===== src/pet_defs.svh =====
// Meter limits, tick periods and synchronizer depth for the pet core, included by RTL and bench
`ifndef PET_DEFS_SVH
`define PET_DEFS_SVH

// Meter scale runs from 0 up to METER_MAX
`define METER_MAX 5

// A meter at or below this level counts as low
`define METER_LOW 2

// Cycles between energy drain ticks (short values for simulation)
`define ENERGY_PERIOD 40

// Cycles between hunger drain ticks
`define HUNGER_PERIOD 25

// Flops in each button synchronizer chain, at least 2
`define SYNC_STAGES 2

`endif


===== src/petPkg.sv =====
// Shared types for the virtual-pet core, imported by the RTL modules and the testbench
`default_nettype none

package petPkg;

	// Meter level, 0 (empty) to METER_MAX (full)
	typedef logic [2:0] meterLevel_t;

	// Pet mood as reported at the top level
	typedef enum logic [2:0] {
		IDLE    = 3'd0, // Both meters full
		SLEEP   = 3'd1, // Resting, energy recovers
		NEUTRAL = 3'd2,
		TIRED   = 3'd4, // Energy low
		DEATH   = 3'd5, // Held until reset
		HUNGRY  = 3'd6, // Hunger low
		SAD     = 3'd7  // Both meters low
	} moodState_t;

	// Button event labels
	typedef enum logic [1:0] {
		EVT_NONE  = 2'd0,
		EVT_SLEEP = 2'd1,
		EVT_WAKE  = 2'd2,
		EVT_FEED  = 2'd3
	} buttonEvt_t;

endpackage

`default_nettype wire


===== src/buttonSync.sv =====
// Push-button synchronizer with rising-edge detect, one instance per button in the pet top level
`timescale 1ns/100ps
`default_nettype none

`include "pet_defs.svh"

module buttonSync (
	input  logic clk,
	input  logic rst,
	input  logic btn, // Raw level from the board
	output logic evt  // One-cycle pulse per press
);

	logic [`SYNC_STAGES-1:0] syncQ; // syncQ[0] samples the pin
	logic                    lastQ; // Newest synchronized sample, one cycle old

	always_ff @(posedge clk or posedge rst) begin
		if (rst) begin
			syncQ <= '0;
			lastQ <= 1'b0;
			evt   <= 1'b0;
		end else begin
			syncQ <= {syncQ[`SYNC_STAGES-2:0], btn};
			lastQ <= syncQ[`SYNC_STAGES-1];

			// Pulse on a 0 to 1 transition of the synchronized level.
			// A held button keeps lastQ high, so no repeat events
			evt <= syncQ[`SYNC_STAGES-1] & ~lastQ;
		end
	end

endmodule

`default_nettype wire


===== src/moodFsm.sv =====
// Mood state machine of the pet, picks the registered mood from the meters and button events
`timescale 1ns/100ps
`default_nettype none

`include "pet_defs.svh"

module moodFsm import petPkg::*; (
	input  logic        clk,
	input  logic        rst,
	input  logic        sleepEvt, // One-cycle sleep press
	input  logic        wakeEvt,  // One-cycle wake press
	input  meterLevel_t energy,
	input  meterLevel_t hunger,
	output moodState_t  mood
);

	localparam meterLevel_t FULL  = meterLevel_t'(`METER_MAX);
	localparam meterLevel_t LOW   = meterLevel_t'(`METER_LOW);
	localparam meterLevel_t EMPTY = meterLevel_t'(0);

	buttonEvt_t pending;   // Event seen this cycle
	moodState_t awakeMood; // Classify result for an awake pet
	moodState_t nextMood;
	logic       starved;   // A meter has run dry

	// Mood of an awake pet, first matching rule wins
	function automatic moodState_t classify(
		input meterLevel_t e,
		input meterLevel_t h
	);
		if (e == FULL && h == FULL) begin
			return IDLE;
		end else if (e <= LOW && h <= LOW) begin
			return SAD;
		end else if (e <= LOW) begin
			return TIRED;
		end else if (h <= LOW) begin
			return HUNGRY;
		end else begin
			return NEUTRAL;
		end
	endfunction

	// Reduce the two event lines to one pending event.
	// Wake is checked first when both arrive together
	always_comb begin
		if (wakeEvt) begin
			pending = EVT_WAKE;
		end else if (sleepEvt) begin
			pending = EVT_SLEEP;
		end else begin
			pending = EVT_NONE;
		end
	end

	assign awakeMood = classify(energy, hunger);
	assign starved   = (energy == EMPTY) || (hunger == EMPTY);

	// Next mood in priority order
	always_comb begin
		if (mood == DEATH) begin
			nextMood = DEATH; // Only reset leaves DEATH
		end else if (starved) begin
			nextMood = DEATH;
		end else if (mood == SLEEP) begin
			// Woken by a press, or wakes by itself once rested
			if (pending == EVT_WAKE || energy == FULL) begin
				nextMood = awakeMood;
			end else begin
				nextMood = SLEEP;
			end
		end else begin
			// Awake, a fully rested pet ignores a sleep press
			if (pending == EVT_SLEEP && energy < FULL) begin
				nextMood = SLEEP;
			end else begin
				nextMood = awakeMood;
			end
		end
	end

	// Mood register
	always_ff @(posedge clk or posedge rst) begin
		if (rst) begin
			mood <= IDLE;
		end else begin
			mood <= nextMood;
		end
	end

endmodule

`default_nettype wire


===== src/petTop.sv =====
// Top level of the virtual-pet core, wires buttons, tick generators, meters and mood FSM together
`timescale 1ns/100ps
`default_nettype none

`include "pet_defs.svh"

module petTop import petPkg::*; (
	input  logic        clk,
	input  logic        rst,
	input  logic        sleepBtn, // Push buttons, raw levels
	input  logic        wakeBtn,
	input  logic        feedBtn,
	output moodState_t  mood,
	output meterLevel_t energy,
	output meterLevel_t hunger
);

	logic sleepEvt;   // Button pulses
	logic wakeEvt;
	logic feedEvt;
	logic energyTick; // Drain ticks
	logic hungerTick;

	// One synchronizer per button
	buttonSync uSleepSync (
		.clk (clk),
		.rst (rst),
		.btn (sleepBtn),
		.evt (sleepEvt)
	);

	buttonSync uWakeSync (
		.clk (clk),
		.rst (rst),
		.btn (wakeBtn),
		.evt (wakeEvt)
	);

	buttonSync uFeedSync (
		.clk (clk),
		.rst (rst),
		.btn (feedBtn),
		.evt (feedEvt)
	);

	tickGen #(.PERIOD(`ENERGY_PERIOD)) uEnergyTick (
		.clk  (clk),
		.rst  (rst),
		.tick (energyTick)
	);

	tickGen #(.PERIOD(`HUNGER_PERIOD)) uHungerTick (
		.clk  (clk),
		.rst  (rst),
		.tick (hungerTick)
	);

	vitalStats uVitals (
		.clk        (clk),
		.rst        (rst),
		.energyTick (energyTick),
		.hungerTick (hungerTick),
		.feedEvt    (feedEvt),
		.mood       (mood), // Sleep and death feed back into the meters
		.energy     (energy),
		.hunger     (hunger)
	);

	moodFsm uMood (
		.clk      (clk),
		.rst      (rst),
		.sleepEvt (sleepEvt),
		.wakeEvt  (wakeEvt),
		.energy   (energy),
		.hunger   (hunger),
		.mood     (mood)
	);

endmodule

`default_nettype wire


===== src/tickGen.sv =====
// Free-running prescaler giving a one-cycle tick every PERIOD clocks, used for the meter drains
`timescale 1ns/100ps
`default_nettype none

module tickGen #(
	parameter int PERIOD = 16 // Clocks between ticks
) (
	input  logic clk,
	input  logic rst,
	output logic tick
);

	localparam int CW = (PERIOD > 1) ? $clog2(PERIOD) : 1;
	localparam logic [CW-1:0] LAST = CW'(PERIOD - 1); // Count value before wrap

	logic [CW-1:0] count;

	// Tick is registered, so it is high in the cycle after the wrap edge
	always_ff @(posedge clk or posedge rst) begin
		if (rst) begin
			count <= '0;
			tick  <= 1'b0;
		end else if (count == LAST) begin
			count <= '0;
			tick  <= 1'b1; // Wrap
		end else begin
			count <= count + 1'b1;
			tick  <= 1'b0;
		end
	end

endmodule

`default_nettype wire


===== src/vitalStats.sv =====
// Energy and hunger meters of the pet, drained by ticks and raised by sleep or feeding
`timescale 1ns/100ps
`default_nettype none

`include "pet_defs.svh"

module vitalStats import petPkg::*; (
	input  logic        clk,
	input  logic        rst,
	input  logic        energyTick, // Energy drain or recovery step
	input  logic        hungerTick, // Hunger drain step
	input  logic        feedEvt,    // One-cycle feed press
	input  moodState_t  mood,       // Current mood from the FSM
	output meterLevel_t energy,
	output meterLevel_t hunger
);

	localparam meterLevel_t FULL  = meterLevel_t'(`METER_MAX);
	localparam meterLevel_t EMPTY = meterLevel_t'(0);

	logic frozen;   // Pet is dead, meters hold
	logic sleeping;

	assign frozen   = (mood == DEATH);
	assign sleeping = (mood == SLEEP);

	// Energy meter
	// While asleep an energy tick adds one level, otherwise it drains one
	always_ff @(posedge clk or posedge rst) begin
		if (rst) begin
			energy <= FULL;
		end else if (!frozen && energyTick) begin
			if (sleeping && energy < FULL) begin
				energy <= energy + 1'b1; // Recovering
			end else if (energy > EMPTY) begin
				energy <= energy - 1'b1; // Drain
			end
		end
	end

	// Hunger meter
	// A feed press wins over a drain tick in the same cycle, even when hunger is full
	always_ff @(posedge clk or posedge rst) begin
		if (rst) begin
			hunger <= FULL;
		end else if (!frozen) begin
			if (feedEvt) begin
				if (hunger < FULL) begin
					hunger <= hunger + 1'b1; // Fed
				end
			end else if (hungerTick && hunger > EMPTY) begin
				hunger <= hunger - 1'b1;
			end
		end
	end

endmodule

`default_nettype wire

===== config.mk =====
export PLATFORM = sky130hd
export DESIGN_NAME = petTop
export DESIGN_NICKNAME = d
export VERILOG_FILES = /design/src/petPkg.sv /design/src/buttonSync.sv /design/src/moodFsm.sv /design/src/petTop.sv /design/src/tickGen.sv /design/src/vitalStats.sv
export VERILOG_INCLUDE_DIRS = /design/src
export SDC_FILE = /design/constraint.sdc
export NUM_CORES = 1
export LEC_CHECK = 0
export ABC_AREA = 1
export BUFFER_PORTS_ARGS = -buffer_cell sky130_fd_sc_hd__buf_4
export CAP_MARGIN = 20
export CORE_ASPECT_RATIO = 0.7
export CORE_MARGIN = 4
export CORE_UTILIZATION = 55
export CTS_CLUSTER_DIAMETER = 120
export CTS_CLUSTER_SIZE = 30
export DETAILED_ROUTE_END_ITERATION = 6
export GPL_ROUTABILITY_DRIVEN = 0
export GPL_TIMING_DRIVEN = 0
export PLACE_DENSITY = 0.76
export SLEW_MARGIN = 20
export SYNTH_ARGS = -nofsm -noshare
export SYNTH_HDL_FRONTEND = slang
export SYNTH_SLANG_ARGS = --single-unit

===== constraint.sdc =====
create_clock -name clk -period 2.2 [get_ports clk]
set_input_delay 0.11 -clock clk [delete_from_list [all_inputs] [get_ports clk]]
set_output_delay 0.11 -clock clk [all_outputs]
set_load 0.01 [all_outputs]

; ---- Yosys cells after proc, flatten, opt, wreduce, memory -nomap -nowiden
; Index checks and enable logic that the tools add are counted.
[op_classes]
n_reduce_logical = 15
magnitude_cmp = 6
n_shift = 0
n_addsub = 6
n_mux = 20
n_mul = 0
eq_ne = 9
div = 0
bitwise = 7
[ops]
columns = op, n
row1 = 3-bit 2-to-1 mux, 14
row2 = 3-bit equality test (second input constant), 3
row3 = 3-bit by 1-bit adder with 3-bit output (second input constant), 2
row4 = 6-bit by 1-bit adder with 6-bit output (second input constant), 1
row5 = 6-bit equality test (second input constant), 1
row6 = 3-bit by 1-bit > comparator with 1-bit output (second input constant), 2
row7 = 3-bit by 2-bit <= comparator with 1-bit output (second input constant), 2
row8 = 1-bit logical AND, 6
row9 = 3-bit logical NOT, 2
row10 = 3-bit < comparator (second input constant), 2
row11 = 6-bit 2-to-1 mux, 1
row12 = 3-bit by 1-bit subtractor with 3-bit output (second input constant), 2
row13 = 5-bit by 1-bit adder with 5-bit output (second input constant), 1
row14 = 5-bit equality test (second input constant), 1
row15 = 5-bit 2-to-1 mux, 1
row16 = 1-bit NOT, 4
row17 = 2-bit nonzero test, 2
row18 = 1-bit AND, 3
row19 = 3-bit by 1-bit equality test with 1-bit output (second input constant), 1
row20 = 1-bit 2-to-1 mux, 3
row21 = 3-bit AND reduction, 1
row22 = 2-bit by 1-bit equality test with 1-bit output (second input constant), 1
row23 = 2-bit equality test (second input constant), 1
row24 = 1-bit logical OR, 2
row25 = other kinds (4), 4
[word_totals]
latchBits = 0
ram_bits = 0
in_bits = 5
mem_count = 0
regBits = 34
romBits = 0
elab_cells = 79

; ---- Longest topological paths before layout
[depth]
depth_word = 9
ltp_mapped = 10
depth_no_buf = 10

; ---- Hierarchy
; From an unflattened synthesis, not the netlist that was laid out.
[hier_totals]
cells_unflattened = 176
area_unflattened_um2 = 1551.5
[by_module_without_submodules]
columns = mod, n_inst, seq_area_each_um2, cells_per_inst, area_per_inst_um2
row1 = vitalStats, 1, 155.1, 52, 405.4
row2 = buttonSync, 3, 100.1, 7, 113.9
row3 = tickGen (uEnergyTick), 1, 175.2, 32, 296.5
row4 = tickGen (uHungerTick), 1, 150.1, 31, 274.0
row5 = moodFsm, 1, 75.1, 40, 234.0

; ---- Worst setup path after synthesis
; Ideal clock, no wire load.
[synth_timing]
kind = register to register
start = register uMood.mood[1]
end = register uVitals.energy[2]
setup_time_ns = 0.061
arrival_ns = 1.449
slack_ns = 0.690
synth_period_minus_slack_ns = 1.510
stages_incl_launch_ff = 11
cell_sequence = dfrtp_1 -> inv_1 -> nand2_1 -> nor2_1 -> nand2_1 -> fa_1 -> inv_1 -> nand3_1 -> nand3_1 -> nand2_1 -> nand2_1
[synth_via]
elab_chain_len = 4
word_cells_on_any_way = 8
cone_classes = eq/ne (2) / mux (1) / reduce/logical (5)
[synth_rtl]
columns = element, line
row1 = from (decl), moodFsm.sv:14  ; output moodState_t mood
row2 = from (signal assigned), moodFsm.sv:87  ; mood <= nextMood;
row3 = 3-bit by 1-bit equality test with 1-bit output / 3-bit equality test (equally long branches), "vitalStats.sv:25, vitalStats.sv:24"
row4 = 1-bit logical AND / 1-bit logical NOT (equally long branches), "vitalStats.sv:33, vitalStats.sv:32"
row5 = 2-bit nonzero test (no source line) / 1-bit logical AND (equally long branches), n/a
row6 = 2-bit AND reduction (no source line), n/a
row7 = to (signal assigned), vitalStats.sv:34  ; energy <= energy + 1'b1;
row8 = to (signal assigned), vitalStats.sv:36  ; energy <= energy - 1'b1;
row9 = to (decl), vitalStats.sv:14  ; output meterLevel_t energy,
; Several ways; a longest one is shown, not always the timed one.
; A chain may end at the register's enable or synchronous reset.

; ---- Final worst setup path
; Same ends and word-level chain as after synthesis.

==> flow_summary.ini <==
[detailed_routing]
drc_errors = 0
wirelength_um = 2390
post_drt_via_cell_ratio = 4.98
antenna_left = 0
drtIter0Drc = 44
wl_per_cell_um = 11.3
num_vias = 1051
drt_first_pass_iters = 4

[clocking]
postCtsHoldBufs = 4
cts_setup_buffers = 0
path_clk_slew_ps = 70
cts_num_sinks = 34
htreeDepth = 2
clk_latency_ps = 280
cts_buffers = 5
root_buffer = clkbuf_8
cts_buffer_depth = 2
tritoncts = done
cts_resized = 0

[global_routing]
antenna_found_initial = 0
first_global_vias = 995
track_usage = 0.155
grt_max_degree = 35
grt_overflow = 0
grt_pass1_wl_um = 4260

[cells_and_area]
register_area_um2 = 856
drive_above_1_share = 0.186
postLayoutCellArea_mm2 = 0.00179
n_fill_cell = 174
synthToLayoutAreaGrowth_pct = 21.7
multi_input_area_um2 = 518
final_util = 0.715
diodes = 0
final_nets = 186

[timing]
drv_slew = 0
tightest_slew_ps = 663
fin_crit_ps = 1620
rsz0062_at_grt = false
fin_skew_ps = 3.95
setup_viol = 0
finalHoldViolCount = 0
setup_ws_ps = 584
fin_crit_sh = 0.734
timing.slew.headroom = 0.557
fmax_mhz = 619
fin_tns_setup_ps = 0

[critical_path]
path_buf_inv = 2
crit_fanout = 3
critPathLaunchType = flip-flop
cpMaxStageDelayCell = fa_1
setup.worst_path.class = reg -> reg
r2r_cells = 10
arrival_ps = 1850
path_delay_family = simple AND/OR/NAND/NOR gates
max_stage_delay_ps = 390
end_kind = flip-flop
crit_path_frequent_cell = nand2_1
cp_cell_sequence = inv_1 > nand2_1 > nor2_1 > nand2_1 > fa_1 > inv_1 > nand3_1 > nand3_1 > nand2_1 > nand2_1
cp.required_ps = 2430
cp.depth = 10

[power_and_ir_drop]
combPwrFrac = 0.025
finalPower_mw = 1.36
p_int_mw = 1.10
switching_share = 0.188
ir_drop_mv = 0.681
p_seq_frac = 0.471
clkPwrFrac = 0.504
p_leak_nw = 0.931
power_density_mw_per_mm2 = 761
switchingPower_uw = 255

[die]
io_pins = 14
die_area_mm2 = 0.00357
die_h_um = 51.2
die_x_um = 69.7
start_util = 0.588
rows = 15
coreArea_mm2 = 0.00250

[run_status]
status = complete, no violations

[logic_synthesis]
synth_seq_area_share = 0.583
synth.distinct_cells = 21
ys_seq_elements = 34
yosysWarnings = 0
syn_nets = 162
syn_area_per_cell_um2 = 9.66
netlist_instances = 152
syn_area_mm2 = 0.00147

[place]
portBuffers = 13
pre_cts_slack_ps = 589
dpl.hpwl_um = 1720
post_dp_cell_area_mm2 = 0.00161

[hold_path]
hold-path-cell-count = 0
hp-class = reg -> reg

[job]
max_cap_violations = 0
-- synth_stat cells --
library cell   n  area share
nand2_2        2      0.0085
a21oi_1        3       0.010
o21a_1         1      0.0051
dfstp_2        4       0.072
nand4_1        1      0.0043
nor2_1        14       0.036
o21bai_1       1      0.0051
nor2_2         1      0.0043
nand2_1       32       0.082
xor2_1         3       0.018
o21ai_0        4       0.014
nor3_2         2       0.014
ha_1           3       0.026
o21ai_2        1      0.0060
nor2_4         1      0.0077
dfrtp_1       30        0.51
o211ai_1       2       0.010
inv_1         25       0.064
fa_1           2       0.027
xnor2_1        3       0.018
nand3_1       17       0.058
-- sequential cells by signal, indices dropped and copies added, names as in the netlist, 2 cells and up --
signal	count
uVitals.hunger	3
uVitals.energy	3
uFeedSync.syncQ	2
uHungerTick.count	5
uWakeSync.syncQ	2
uEnergyTick.count	6
uMood.mood	3
uSleepSync.syncQ	2
-- through the flow --
| step | cells | hold WS, ps |
|---|---|---|
| final | 211 | 352 |
| after floorplan | 152 | 141 |
| after detailed placement | 199 | 220 |
| after global placement | 199 | 220 |
| after CTS | 211 | 354 |
| after global routing | 211 | 369 |
-- cell type report --
| type | instances | area share |
|---|---|---|
| clock buffers | 5 | 0.0385 |
| clock inverters | 3 | 0.0385 |
| inverters | 25 | 0.0526 |
| multi-input cells | 93 | 0.290 |
| flip-flops and latches | 34 | 0.479 |
| well taps | 34 | 0.0238 |
| repair buffers | 17 | 0.0771 |
-- cell families after synthesis --
group | count (synthesis) | synth area share
xor+xnor | 6 | 0.0358
simple gates | 70 | 0.214
buf+inv | 25 | 0.0639
fa+ha+maj | 5 | 0.0529
compound gates | 12 | 0.0503
flops | 34 | 0.583
-- cell usage in the layout, fill, tap and decap left out, drive strengths merged, types with 4 or more instances in the layout --
cell,n
clkbuf,5
nor2,16
nand3,17
dfrtp,30
nand2,34
buf,13
o21ai,5
inv,25
dfstp,4
dlygate4sd3,4
-- per-layer routing --
metal	vias to the layer above	global-route usage	part of all wire
met5	-	0	0
met4	0	0.0573	0.021
met3	8	0.0570	0.047
met2	22	0.253	0.47
met1	498	0.192	0.46
li1	523	-	-
-- power by group through the flow --
stage                     Sequential, mW  Combinational [mW]  Clock, mW
after floorplan                    0.651              0.0188          0
after global placement             0.652              0.0273          0
after detailed placement           0.652              0.0291          0
after CTS                          0.640              0.0346      0.693
after global routing               0.641              0.0391      0.725
final                              0.641              0.0334      0.685
-- path summary, 6_finish.rpt --
path / slack (ps) / from / end
setup / recovery: 580 / uMood.mood[1]$_DFF_PP0_ / uVitals.energy[2]$_DFFE_PP1P_
hold / removal: 350 / uWakeSync.syncQ[0]$_DFF_PP0_ / uWakeSync.syncQ[1]$_DFF_PP0_
setup reg to reg: 580 / uMood.mood[1]$_DFF_PP0_ / uVitals.energy[2]$_DFFE_PP1P_
hold reg to reg: 350 / uWakeSync.syncQ[0]$_DFF_PP0_ / uWakeSync.syncQ[1]$_DFF_PP0_
max in group asynchronous: 1290 / rst / uHungerTick.count[0]$_DFF_PP0_
min in group asynchronous: 480 / rst / uEnergyTick.count[3]$_DFF_PP0_
-- worst register-to-register path, delay by kind of cell, from the launching register on --
kind                     cells  cell delay, ps
buffers and inverters        2             130
adder cells (fa/ha/maj)      1             390
AND/OR/NAND/NOR              7             670
flip-flops                   1             370
Power figures use the tool's default switching activity.
